## src/design/game_pkg.sv

```systemverilog
// shared constants, field widths and bus structs for the game control core
// every design file refers to these by scoped names

package game_pkg;

	// ==============================
	// score
	// ==============================
	localparam int SCORE_DIGITS = 6;
	// carry out of this digit means another 10000 points
	localparam int BONUS_DIGIT = 3;
	typedef logic [SCORE_DIGITS-1:0][3:0] score_t;

	// ==============================
	// lives
	// ==============================
	localparam int NUM_LIVES = 3;
	localparam int MAX_LIVES = 10;
	typedef logic [$clog2(MAX_LIVES+1)-1:0] lives_t;

	// ==============================
	// frame timing and sequencing
	// ==============================
	localparam int ANIM_FRAMES = 12;
	localparam int TORPEDO_PHASES = 3;
	localparam int INTRO_FRAMES = 256;
	localparam int WAVE_FRAMES = 512;
	typedef logic [$clog2(ANIM_FRAMES)-1:0] anim_cnt_t;
	typedef logic [$clog2(TORPEDO_PHASES)-1:0] anim_phase_t;
	typedef logic [$clog2(WAVE_FRAMES)-1:0] wave_cnt_t;

	// ==============================
	// host port
	// ==============================
	localparam int APB_ADDR_W = 4;
	localparam int APB_DATA_W = 32;
	localparam logic [APB_ADDR_W-1:0] ADDR_STATUS = 4'h0;
	localparam logic [APB_ADDR_W-1:0] ADDR_SCORE = 4'h4;
	localparam logic [APB_ADDR_W-1:0] ADDR_POINTS = 4'h8;
	localparam logic [APB_ADDR_W-1:0] ADDR_COLLIDE = 4'hc;

	typedef struct packed {
		logic psel;
		logic penable;
		logic pwrite;
		logic [APB_ADDR_W-1:0] paddr;
		logic [APB_DATA_W-1:0] pwdata;
	} apb_req_t;

	typedef struct packed {
		logic pready;
		logic [APB_DATA_W-1:0] prdata;
		logic pslverr;
	} apb_rsp_t;

	// field order matches the STATUS register, game_over lands in bit 0
	typedef struct packed {
		lives_t lives;
		logic start_done;
		logic game_continue;
		logic game_begin;
		logic game_over;
	} game_status_t;

endpackage

```

## src/design/frame_timer.sv

```systemverilog
// frame strobe from vsync plus the shared sprite animation pulse
// anim_phase drives the three-step torpedo animation

module frame_timer (
	input logic clk_25,
	input logic resetN,
	input logic vsync,
	output logic frame,
	output logic anim_pulse,
	output game_pkg::anim_phase_t anim_phase
);

	logic vsync_d;
	game_pkg::anim_cnt_t anim_cnt;

	// ==============================
	// vsync edge and animation divider
	// ==============================
	always_ff @(posedge clk_25 or negedge resetN) begin
		if (!resetN) begin
			vsync_d <= 1'b0;
			frame <= 1'b0;
			anim_cnt <= '0;
			anim_pulse <= 1'b0;
		end else begin
			vsync_d <= vsync;
			// one strobe per frame, on the low to high edge
			frame <= vsync && !vsync_d;
			anim_pulse <= 1'b0;
			if (frame) begin
				// counter starts at zero so the first frame already pulses
				if (anim_cnt != '0) begin
					anim_cnt <= anim_cnt - 1'b1;
				end else begin
					anim_cnt <= game_pkg::anim_cnt_t'(game_pkg::ANIM_FRAMES - 1);
					anim_pulse <= 1'b1;
				end
			end
		end
	end

	// ==============================
	// torpedo animation phase
	// ==============================
	// counts down 2, 1, 0 and wraps, one step per pulse
	always_ff @(posedge clk_25 or negedge resetN) begin
		if (!resetN) begin
			anim_phase <= '0;
		end else if (anim_pulse) begin
			if (anim_phase != '0) begin
				anim_phase <= anim_phase - 1'b1;
			end else begin
				anim_phase <= game_pkg::anim_phase_t'(game_pkg::TORPEDO_PHASES - 1);
			end
		end
	end

endmodule

```

## src/design/wave_sequencer.sv

```systemverilog
// opening screen and new-wave delay, counted in frames
// also qualifies host collisions against the current game phase

module wave_sequencer (
	input logic clk_25,
	input logic resetN,
	input logic frame,
	input logic collision,
	input logic game_over,
	output logic life_lost,
	output logic start_done,
	output logic game_begin,
	output logic game_continue,
	output logic new_level
);

	game_pkg::wave_cnt_t wave_cnt;
	logic game_begin_d;
	logic hit;

	// collisions only count during play and before game over
	assign hit = collision && game_begin && !game_over;

	// ==============================
	// frame counter and phase flags
	// ==============================
	always_ff @(posedge clk_25 or negedge resetN) begin
		if (!resetN) begin
			wave_cnt <= '0;
			start_done <= 1'b0;
			game_begin <= 1'b0;
			game_continue <= 1'b0;
			life_lost <= 1'b0;
		end else begin
			life_lost <= hit;
			if (hit) begin
				// restart the wave delay halfway, opening screen is skipped
				wave_cnt <= game_pkg::wave_cnt_t'(game_pkg::INTRO_FRAMES - 1);
				game_continue <= 1'b0;
			end else if (frame) begin
				// saturating count
				if (wave_cnt != game_pkg::wave_cnt_t'(game_pkg::WAVE_FRAMES - 1)) begin
					wave_cnt <= wave_cnt + 1'b1;
				end
				// end of opening screen
				if (wave_cnt == game_pkg::wave_cnt_t'(game_pkg::INTRO_FRAMES - 1)) begin
					start_done <= 1'b1;
				end
				if (wave_cnt == game_pkg::wave_cnt_t'(game_pkg::WAVE_FRAMES - 1)) begin
					game_begin <= 1'b1;
					game_continue <= 1'b1;
				end else if (game_begin &&
						wave_cnt == game_pkg::wave_cnt_t'(game_pkg::WAVE_FRAMES - 2)) begin
					// wave delay done once the counter saturates on this frame
					game_continue <= 1'b1;
				end
			end
		end
	end

	// ==============================
	// new level pulse
	// ==============================
	// fires on the first frame that sees game_begin high
	always_ff @(posedge clk_25 or negedge resetN) begin
		if (!resetN) begin
			game_begin_d <= 1'b0;
			new_level <= 1'b0;
		end else begin
			new_level <= frame && game_begin && !game_begin_d;
			if (frame) begin
				game_begin_d <= game_begin;
			end
		end
	end

endmodule

```

## src/design/lives_counter.sv

```systemverilog
// lives bookkeeping: loss on collision, bonus life from the score
// game_over stays set until reset

module lives_counter (
	input logic clk_25,
	input logic resetN,
	input logic life_lost,
	input logic bonus,
	output game_pkg::lives_t lives,
	output logic game_over
);

	logic last_life;
	logic room_for_bonus;

	assign last_life = (lives == game_pkg::lives_t'(1));
	// cap at the maximum, and no extra lives once the game is over
	assign room_for_bonus = !game_over && (lives < game_pkg::lives_t'(game_pkg::MAX_LIVES));

	// ==============================
	// lives register
	// ==============================
	always_ff @(posedge clk_25 or negedge resetN) begin
		if (!resetN) begin
			lives <= game_pkg::lives_t'(game_pkg::NUM_LIVES);
			game_over <= 1'b0;
		end else if (life_lost) begin
			// a bonus in the same cycle is dropped
			if (lives != '0) begin
				lives <= lives - 1'b1;
			end
			if (last_life) begin
				game_over <= 1'b1;
			end
		end else if (bonus && room_for_bonus) begin
			lives <= lives + 1'b1;
		end
	end

endmodule

```

## src/design/bcd_score.sv

```systemverilog
// BCD score accumulator, one adder stage per decimal digit
// the carry out of BONUS_DIGIT flags a bonus life

module bcd_score (
	input logic clk_25,
	input logic resetN,
	input logic points_add,
	input game_pkg::score_t points,
	output game_pkg::score_t score,
	output logic bonus
);

	// carry[i] enters digit i, carry[SCORE_DIGITS] falls off the top
	logic [game_pkg::SCORE_DIGITS:0] carry;
	logic [game_pkg::SCORE_DIGITS-1:0][4:0] digit_sum;
	game_pkg::score_t sum;

	// ==============================
	// decimal ripple adder
	// ==============================
	always_comb begin
		carry[0] = 1'b0;
		for (int i = 0; i < game_pkg::SCORE_DIGITS; i++) begin
			// binary sum of two digits and carry is at most 19
			digit_sum[i] = {1'b0, score[i]} + {1'b0, points[i]} + {4'b0, carry[i]};
			if (digit_sum[i] > 5'd9) begin
				// decimal adjust
				sum[i] = 4'(digit_sum[i] - 5'd10);
				carry[i+1] = 1'b1;
			end else begin
				sum[i] = digit_sum[i][3:0];
				carry[i+1] = 1'b0;
			end
		end
	end

	// ==============================
	// score register
	// ==============================
	// past 999999 the score simply wraps
	always_ff @(posedge clk_25 or negedge resetN) begin
		if (!resetN) begin
			score <= '0;
			bonus <= 1'b0;
		end else begin
			bonus <= points_add && carry[game_pkg::BONUS_DIGIT+1];
			if (points_add) begin
				score <= sum;
			end
		end
	end

endmodule

```

## src/design/apb_regs.sv

```systemverilog
// APB slave for the host: event writes in, status and score reads out
// zero wait states, errors on unmapped offsets and read-only writes

module apb_regs (
	input logic clk_25,
	input logic resetN,
	input game_pkg::apb_req_t req,
	output game_pkg::apb_rsp_t rsp,
	input game_pkg::game_status_t status,
	input game_pkg::score_t score,
	output logic points_add,
	output game_pkg::score_t points,
	output logic collision
);

	logic access;
	logic sel_status;
	logic sel_score;
	logic sel_points;
	logic sel_collide;
	logic mapped;
	logic read_only;

	// ==============================
	// address decode
	// ==============================
	// transfer completes in the access phase, pready never drops
	assign access = req.psel && req.penable;
	assign sel_status = (req.paddr == game_pkg::ADDR_STATUS);
	assign sel_score = (req.paddr == game_pkg::ADDR_SCORE);
	assign sel_points = (req.paddr == game_pkg::ADDR_POINTS);
	assign sel_collide = (req.paddr == game_pkg::ADDR_COLLIDE);
	assign mapped = sel_status || sel_score || sel_points || sel_collide;
	assign read_only = sel_status || sel_score;

	// ==============================
	// read path and response
	// ==============================
	always_comb begin
		rsp.pready = 1'b1;
		rsp.pslverr = access && (!mapped || (req.pwrite && read_only));
		// points and collide are write-only and read back as zero
		rsp.prdata = '0;
		if (sel_status) begin
			rsp.prdata[$bits(game_pkg::game_status_t)-1:0] = status;
		end else if (sel_score) begin
			rsp.prdata[$bits(game_pkg::score_t)-1:0] = score;
		end
	end

	// ==============================
	// event strobes
	// ==============================
	always_ff @(posedge clk_25 or negedge resetN) begin
		if (!resetN) begin
			points_add <= 1'b0;
			collision <= 1'b0;
		end else begin
			points_add <= access && req.pwrite && sel_points;
			// only bit 0 of the collide write reports a hit
			collision <= access && req.pwrite && sel_collide && req.pwdata[0];
		end
	end

	// points value travels with the strobe
	always_ff @(posedge clk_25) begin
		if (access && req.pwrite && sel_points) begin
			points <= req.pwdata[$bits(game_pkg::score_t)-1:0];
		end
	end

endmodule

```

## src/design/game_ctrl_top.sv

```systemverilog
// top level of the game control core
// host talks APB, vsync paces the frames

module game_ctrl_top (
	input logic clk_25,
	input logic resetN,
	input logic vsync,
	input game_pkg::apb_req_t apb_req,
	output game_pkg::apb_rsp_t apb_rsp,
	output logic anim_pulse,
	output game_pkg::anim_phase_t anim_phase,
	output logic new_level,
	output game_pkg::game_status_t status
);

	// frame and host events
	logic frame;
	logic collision;
	logic points_add;
	game_pkg::score_t points;

	// game state
	logic life_lost;
	logic bonus;
	logic start_done;
	logic game_begin;
	logic game_continue;
	logic game_over;
	game_pkg::lives_t lives;
	game_pkg::score_t score;

	// ==============================
	// status word for the host
	// ==============================
	assign status = '{
		lives: lives,
		start_done: start_done,
		game_continue: game_continue,
		game_begin: game_begin,
		game_over: game_over
	};

	// ==============================
	// control blocks
	// ==============================
	frame_timer frame_timer_inst (
		.clk_25(clk_25),
		.resetN(resetN),
		.vsync(vsync),
		.frame(frame),
		.anim_pulse(anim_pulse),
		.anim_phase(anim_phase)
	);

	wave_sequencer wave_sequencer_inst (
		.clk_25(clk_25),
		.resetN(resetN),
		.frame(frame),
		.collision(collision),
		.game_over(game_over),
		.life_lost(life_lost),
		.start_done(start_done),
		.game_begin(game_begin),
		.game_continue(game_continue),
		.new_level(new_level)
	);

	lives_counter lives_counter_inst (
		.clk_25(clk_25),
		.resetN(resetN),
		.life_lost(life_lost),
		.bonus(bonus),
		.lives(lives),
		.game_over(game_over)
	);

	bcd_score bcd_score_inst (
		.clk_25(clk_25),
		.resetN(resetN),
		.points_add(points_add),
		.points(points),
		.score(score),
		.bonus(bonus)
	);

	// host port
	apb_regs apb_regs_inst (
		.clk_25(clk_25),
		.resetN(resetN),
		.req(apb_req),
		.rsp(apb_rsp),
		.status(status),
		.score(score),
		.points_add(points_add),
		.points(points),
		.collision(collision)
	);

endmodule

```

## config.mk

```make
export PLATFORM = sky130hd
export DESIGN_NAME = game_ctrl_top
export DESIGN_NICKNAME = d
export VERILOG_FILES = /design/src/design/game_pkg.sv /design/src/design/frame_timer.sv /design/src/design/wave_sequencer.sv /design/src/design/lives_counter.sv /design/src/design/bcd_score.sv /design/src/design/apb_regs.sv /design/src/design/game_ctrl_top.sv
export SDC_FILE = /design/constraint.sdc
export NUM_CORES = 1
export LEC_CHECK = 0
export ABC_AREA = 1
export BUFFER_PORTS_ARGS = -buffer_cell sky130_fd_sc_hd__buf_2
export CORE_MARGIN = 2
export CORE_UTILIZATION = 61
export DETAILED_ROUTE_END_ITERATION = 6
export GPL_TIMING_DRIVEN = 0
export PLACE_DENSITY_LB_ADDON = 0.25
export RECOVER_POWER = 50
export SKIP_LAST_GASP = 1
export SLEW_MARGIN = 20
export SYNTH_ARGS = -nofsm -noshare
export SYNTH_HDL_FRONTEND = slang
export SYNTH_SLANG_ARGS = --single-unit
```

## constraint.sdc

```tcl
create_clock -name clk_25 -period 23.6 [get_ports clk_25]
set_input_delay 1.18 -clock clk_25 [delete_from_list [all_inputs] [get_ports clk_25]]
set_output_delay 1.18 -clock clk_25 [all_outputs]
set_load 0.02 [all_outputs]
```

==> summary.txt <==
Worst setup path
  • Class of the most critical setup path: reg2reg
  • Critical Path RT: 23910 ps
  • Cells on worst reg2reg path: 71
  • CP Capture Type: flop
  • Slowest cell delay on critical path: 480 ps
  • Setup slack, reg-to-reg: 12570 ps
  • WP data arrival: 11340 ps
  • CP Launch Type: flop
  • CP Max Fanout: 5
  • CP max stage cell: fa_1
  • Reg2reg end: bcd_score_inst.score[22]$_DFFE_PN0P_
  • Critical R2R Launch: apb_regs_inst.points[0]$_DFFE_PP_
  • Most used cell, CP: inv_1

Power
  • Leakage: 3.09 nW
  • Peak supply drop: 0.0000549 V
  • Cell Pwr Density: 91.6 mW/mm2
  • Total power: 0.523 mW

Clock tree
  • CTS Buffer Depth: 2
  • Clk sink count: 80
  • Post-CTS Setup Bufs: 0
  • CTS Root Cell: clkbuf_8
  • Hold Buf Count CTS: 0
  • CTS H-tree depth: 3
  • Resized cells post-CTS: 0
  • CTS tree: done
  • Worst-Skew Late Latency: 370 ps
  • Reg clk slew, reported paths: 80 ps
  • Cts bufs inserted: 9

STA
  • Measured slew at the worst slew-check pin: 3000 ps
  • RSZ-0062 raised after global routing: false
  • Relative slew slack: -99.8%
  • Setup TNS Final: 0 ps
  • Hold slack: 392 ps
  • Slew Viols, Final: 57
  • Final Setup Violations: 0
  • Final Hold Vio Count: 0
  • Final WS setup: 12570 ps
  • Highest clock rate: 0.0906 GHz
  • Clock Skews: 12.5 ps
  • Final min period: 11030 ps
  • Fin crit share: 46.8%

Floorplanning
  • Die Ht: 94.7 um
  • Die X: 94.7 um
  • Rows: 33
  • Io pins: 88
  • Die area: 0.00897 mm2
  • Core ar.: 0.00809 mm2
  • Initial Util: 62.0%

Global routing
  • First-pass GRT wire length: 17.7 mm
  • Initial antenna violation count: 0
  • Largest net degree at the start of global routing: 57
  • Total grt overflow: 0
  • All-layer global routing usage: 25.5%
  • Via count of the first global-routing pass: 4045

Outcome
  • Outcome: complete, but fails checks
  • Failing checks: capacitance limit, slew limit

Hold path
  • Worst hold stages: 1
  • Hold Path End: frame_timer_inst.frame$_DFF_PN0_
  • Worst Hold Class: reg2reg
  • Hold path startpoint: frame_timer_inst.vsync_d$_DFF_PN0_

Drt
  • Post-route ant nets: 0
  • DRC Markers: 0
  • Via Count: 4192
  • Via density: 5.18
  • Routed len/inst: 13.0 um
  • WL final: 10.6 mm
  • 1st-pass router iterations: 5
  • Initial DRC count: 207

Final layout
  • Post-route insts no fill: 810
  • Ant. Diodes: 0
  • Utilization after layout: 70.6%
  • Final #Nets: 793
  • Area of the multi-input gates: 0.00238 mm2
  • Number of fill cells in the layout: 656
  • P&R area growth vs syn: 13.8%
  • Design area: 0.00571 mm2
  • Sequential cell area: 0.00212 mm2
  • Share of cells above drive strength 1: 16.2%

Synthesis
  • Sequential share of the synthesized area: 42.3%
  • FFs w/ async S/R, synth: 70.0%
  • Post-synth design cell area: 0.00502 mm2
  • Ranking of synthesized cells by area: dfrtp_1, edfxtp_1, nand2_1
  • Cells after Synth: 610
  • Yosys reg bits: 80
  • Yosys top cell by area: dfrtp_1
  • Primary FF master, synth: dfrtp_1
  • Mean Syn Cell Area: 8.23 um2
  • Yosys warns: 0
  • EDFF count, synth: 24
  • Distinct cells, synth: 40
  • Synth top area share: 26.9%

Placed design
  • Dpl cells: 794
  • Final GP Congestion: 0.900
  • Hpwl dp: 8.14 mm
  • Pre-CTS worst setup slack: 12680 ps
  • IO Port Bufs: 70
  • Placement Cell Area: 0.00555 mm2

Run
  • Max Cap Violations: 1
-- worst max-delay path by stage --
stage | from | endpoint | slack, ps | depth (start not counted)
4_1_cts | apb_regs_inst.points[0]$_DFFE_PP_ | bcd_score_inst.score[22]$_DFFE_PN0P_ | 12660 | 71
3_3_place_gp | apb_regs_inst.points[0]$_DFFE_PP_ | bcd_score_inst.score[22]$_DFFE_PN0P_ | 13230 | 70
5_1_grt | bcd_score_inst.score[0]$_DFFE_PN0P_ | bcd_score_inst.score[22]$_DFFE_PN0P_ | 11580 | 73
3_5_place_dp | apb_regs_inst.points[0]$_DFFE_PP_ | bcd_score_inst.score[22]$_DFFE_PN0P_ | 12680 | 71
2_1_floorplan | apb_regs_inst.points[0]$_DFFE_PP_ | bcd_score_inst.score[21]$_DFFE_PN0P_ | 13930 | 70
6_report | apb_regs_inst.points[0]$_DFFE_PP_ | bcd_score_inst.score[22]$_DFFE_PN0P_ | 12570 | 71
-- sequential cells by signal (all words and copies together) (netlist names), 2 cells and up --
name	cells
frame_timer_inst.anim_cnt	4
lives_counter_inst.lives	4
wave_sequencer_inst.wave_cnt	9
apb_regs_inst.points	24
bcd_score_inst.score	24
frame_timer_inst.anim_phase	2
-- logic make-up (layout without fill, tap and decap cells) --
kind of cell / count (synthesis) / count (layout) / share of synthesized area [%]
AOI/OAI and AO/OA: 63 / 63 / 6.93
muxes: 1 / 1 / 0.224
adders and majority gates: 51 / 51 / 14.4
xor gates and xnor gates: 7 / 7 / 1.22
and+or+nand+nor: 278 / 278 / 24.2
other: 2 / 9 / 0.150
buffers and inverters: 128 / 216 / 10.6
DFF: 80 / 80 / 42.3
-- area by class of cell --
type / instances / share of cell area, %
sequential: 80 / 37.2
buffer: 19 / 2.19
multi-input combinational: 409 / 41.6
clock inverter: 4 / 0.460
timing repair buffer: 72 / 6.35
inverter: 109 / 7.16
tap: 105 / 2.30
clock buffer: 12 / 2.72
-- critical path, delay by kind of cell, from the launching register on --
| family | cells | cell delay [ps] |
|---|---|---|
| and+or+nand+nor | 20 | 1860 |
| adders and majority gates | 18 | 5840 |
| AOI/OAI and AO/OA | 6 | 760 |
| buffers and inverters | 27 | 2100 |
| DFF | 1 | 380 |
-- cells in the mapped netlist, types with 2 or more instances --
library cell,n
o22ai_1,3
conb_1,2
nor2_1,39
and2_1,4
xor2_1,5
buf_4,13
nand3_1,63
nand2_1,153
dfrtp_1,54
xnor2_1,2
o21ai_1,2
o21ai_0,28
nor3_1,2
clkbuf_1,2
dfstp_2,2
fa_1,11
a21oi_1,19
edfxtp_1,24
o211ai_1,4
nand4_1,2
o21bai_1,5
inv_1,107
ha_1,40
nor2_2,3
nand2_2,2
buf_2,3
nand2_4,3
-- power breakdown --
part	internal (mW)	switching, mW
combinational	0.0921	0.153
sequential	0.163	0.0198
clock	0.0441	0.0509
total	0.299	0.224
-- layout by cell type (no fill, tap or decap), types with 15 or more instances in the layout --
master,synthesis,layout
dfrtp_1,54,54
nor2_1,39,39
buf_2,3,71
nand2_1,153,153
inv_1,107,108
nand3_1,63,64
edfxtp_1,24,24
o21ai_0,28,29
buf_4,13,15
ha_1,40,40
a21oi_1,19,19
-- layer usage --
layer / up-vias / global-route usage [%] / wire (um)
li1: 2090 / - / -
met1: 1971 / 31.2 / 4520
met2: 107 / 44.7 / 5230
met3: 24 / 4.71 / 592
met4: 0 / 10.0 / 212
met5: - / 0 / 0
(Power assumes the default switching activity.)
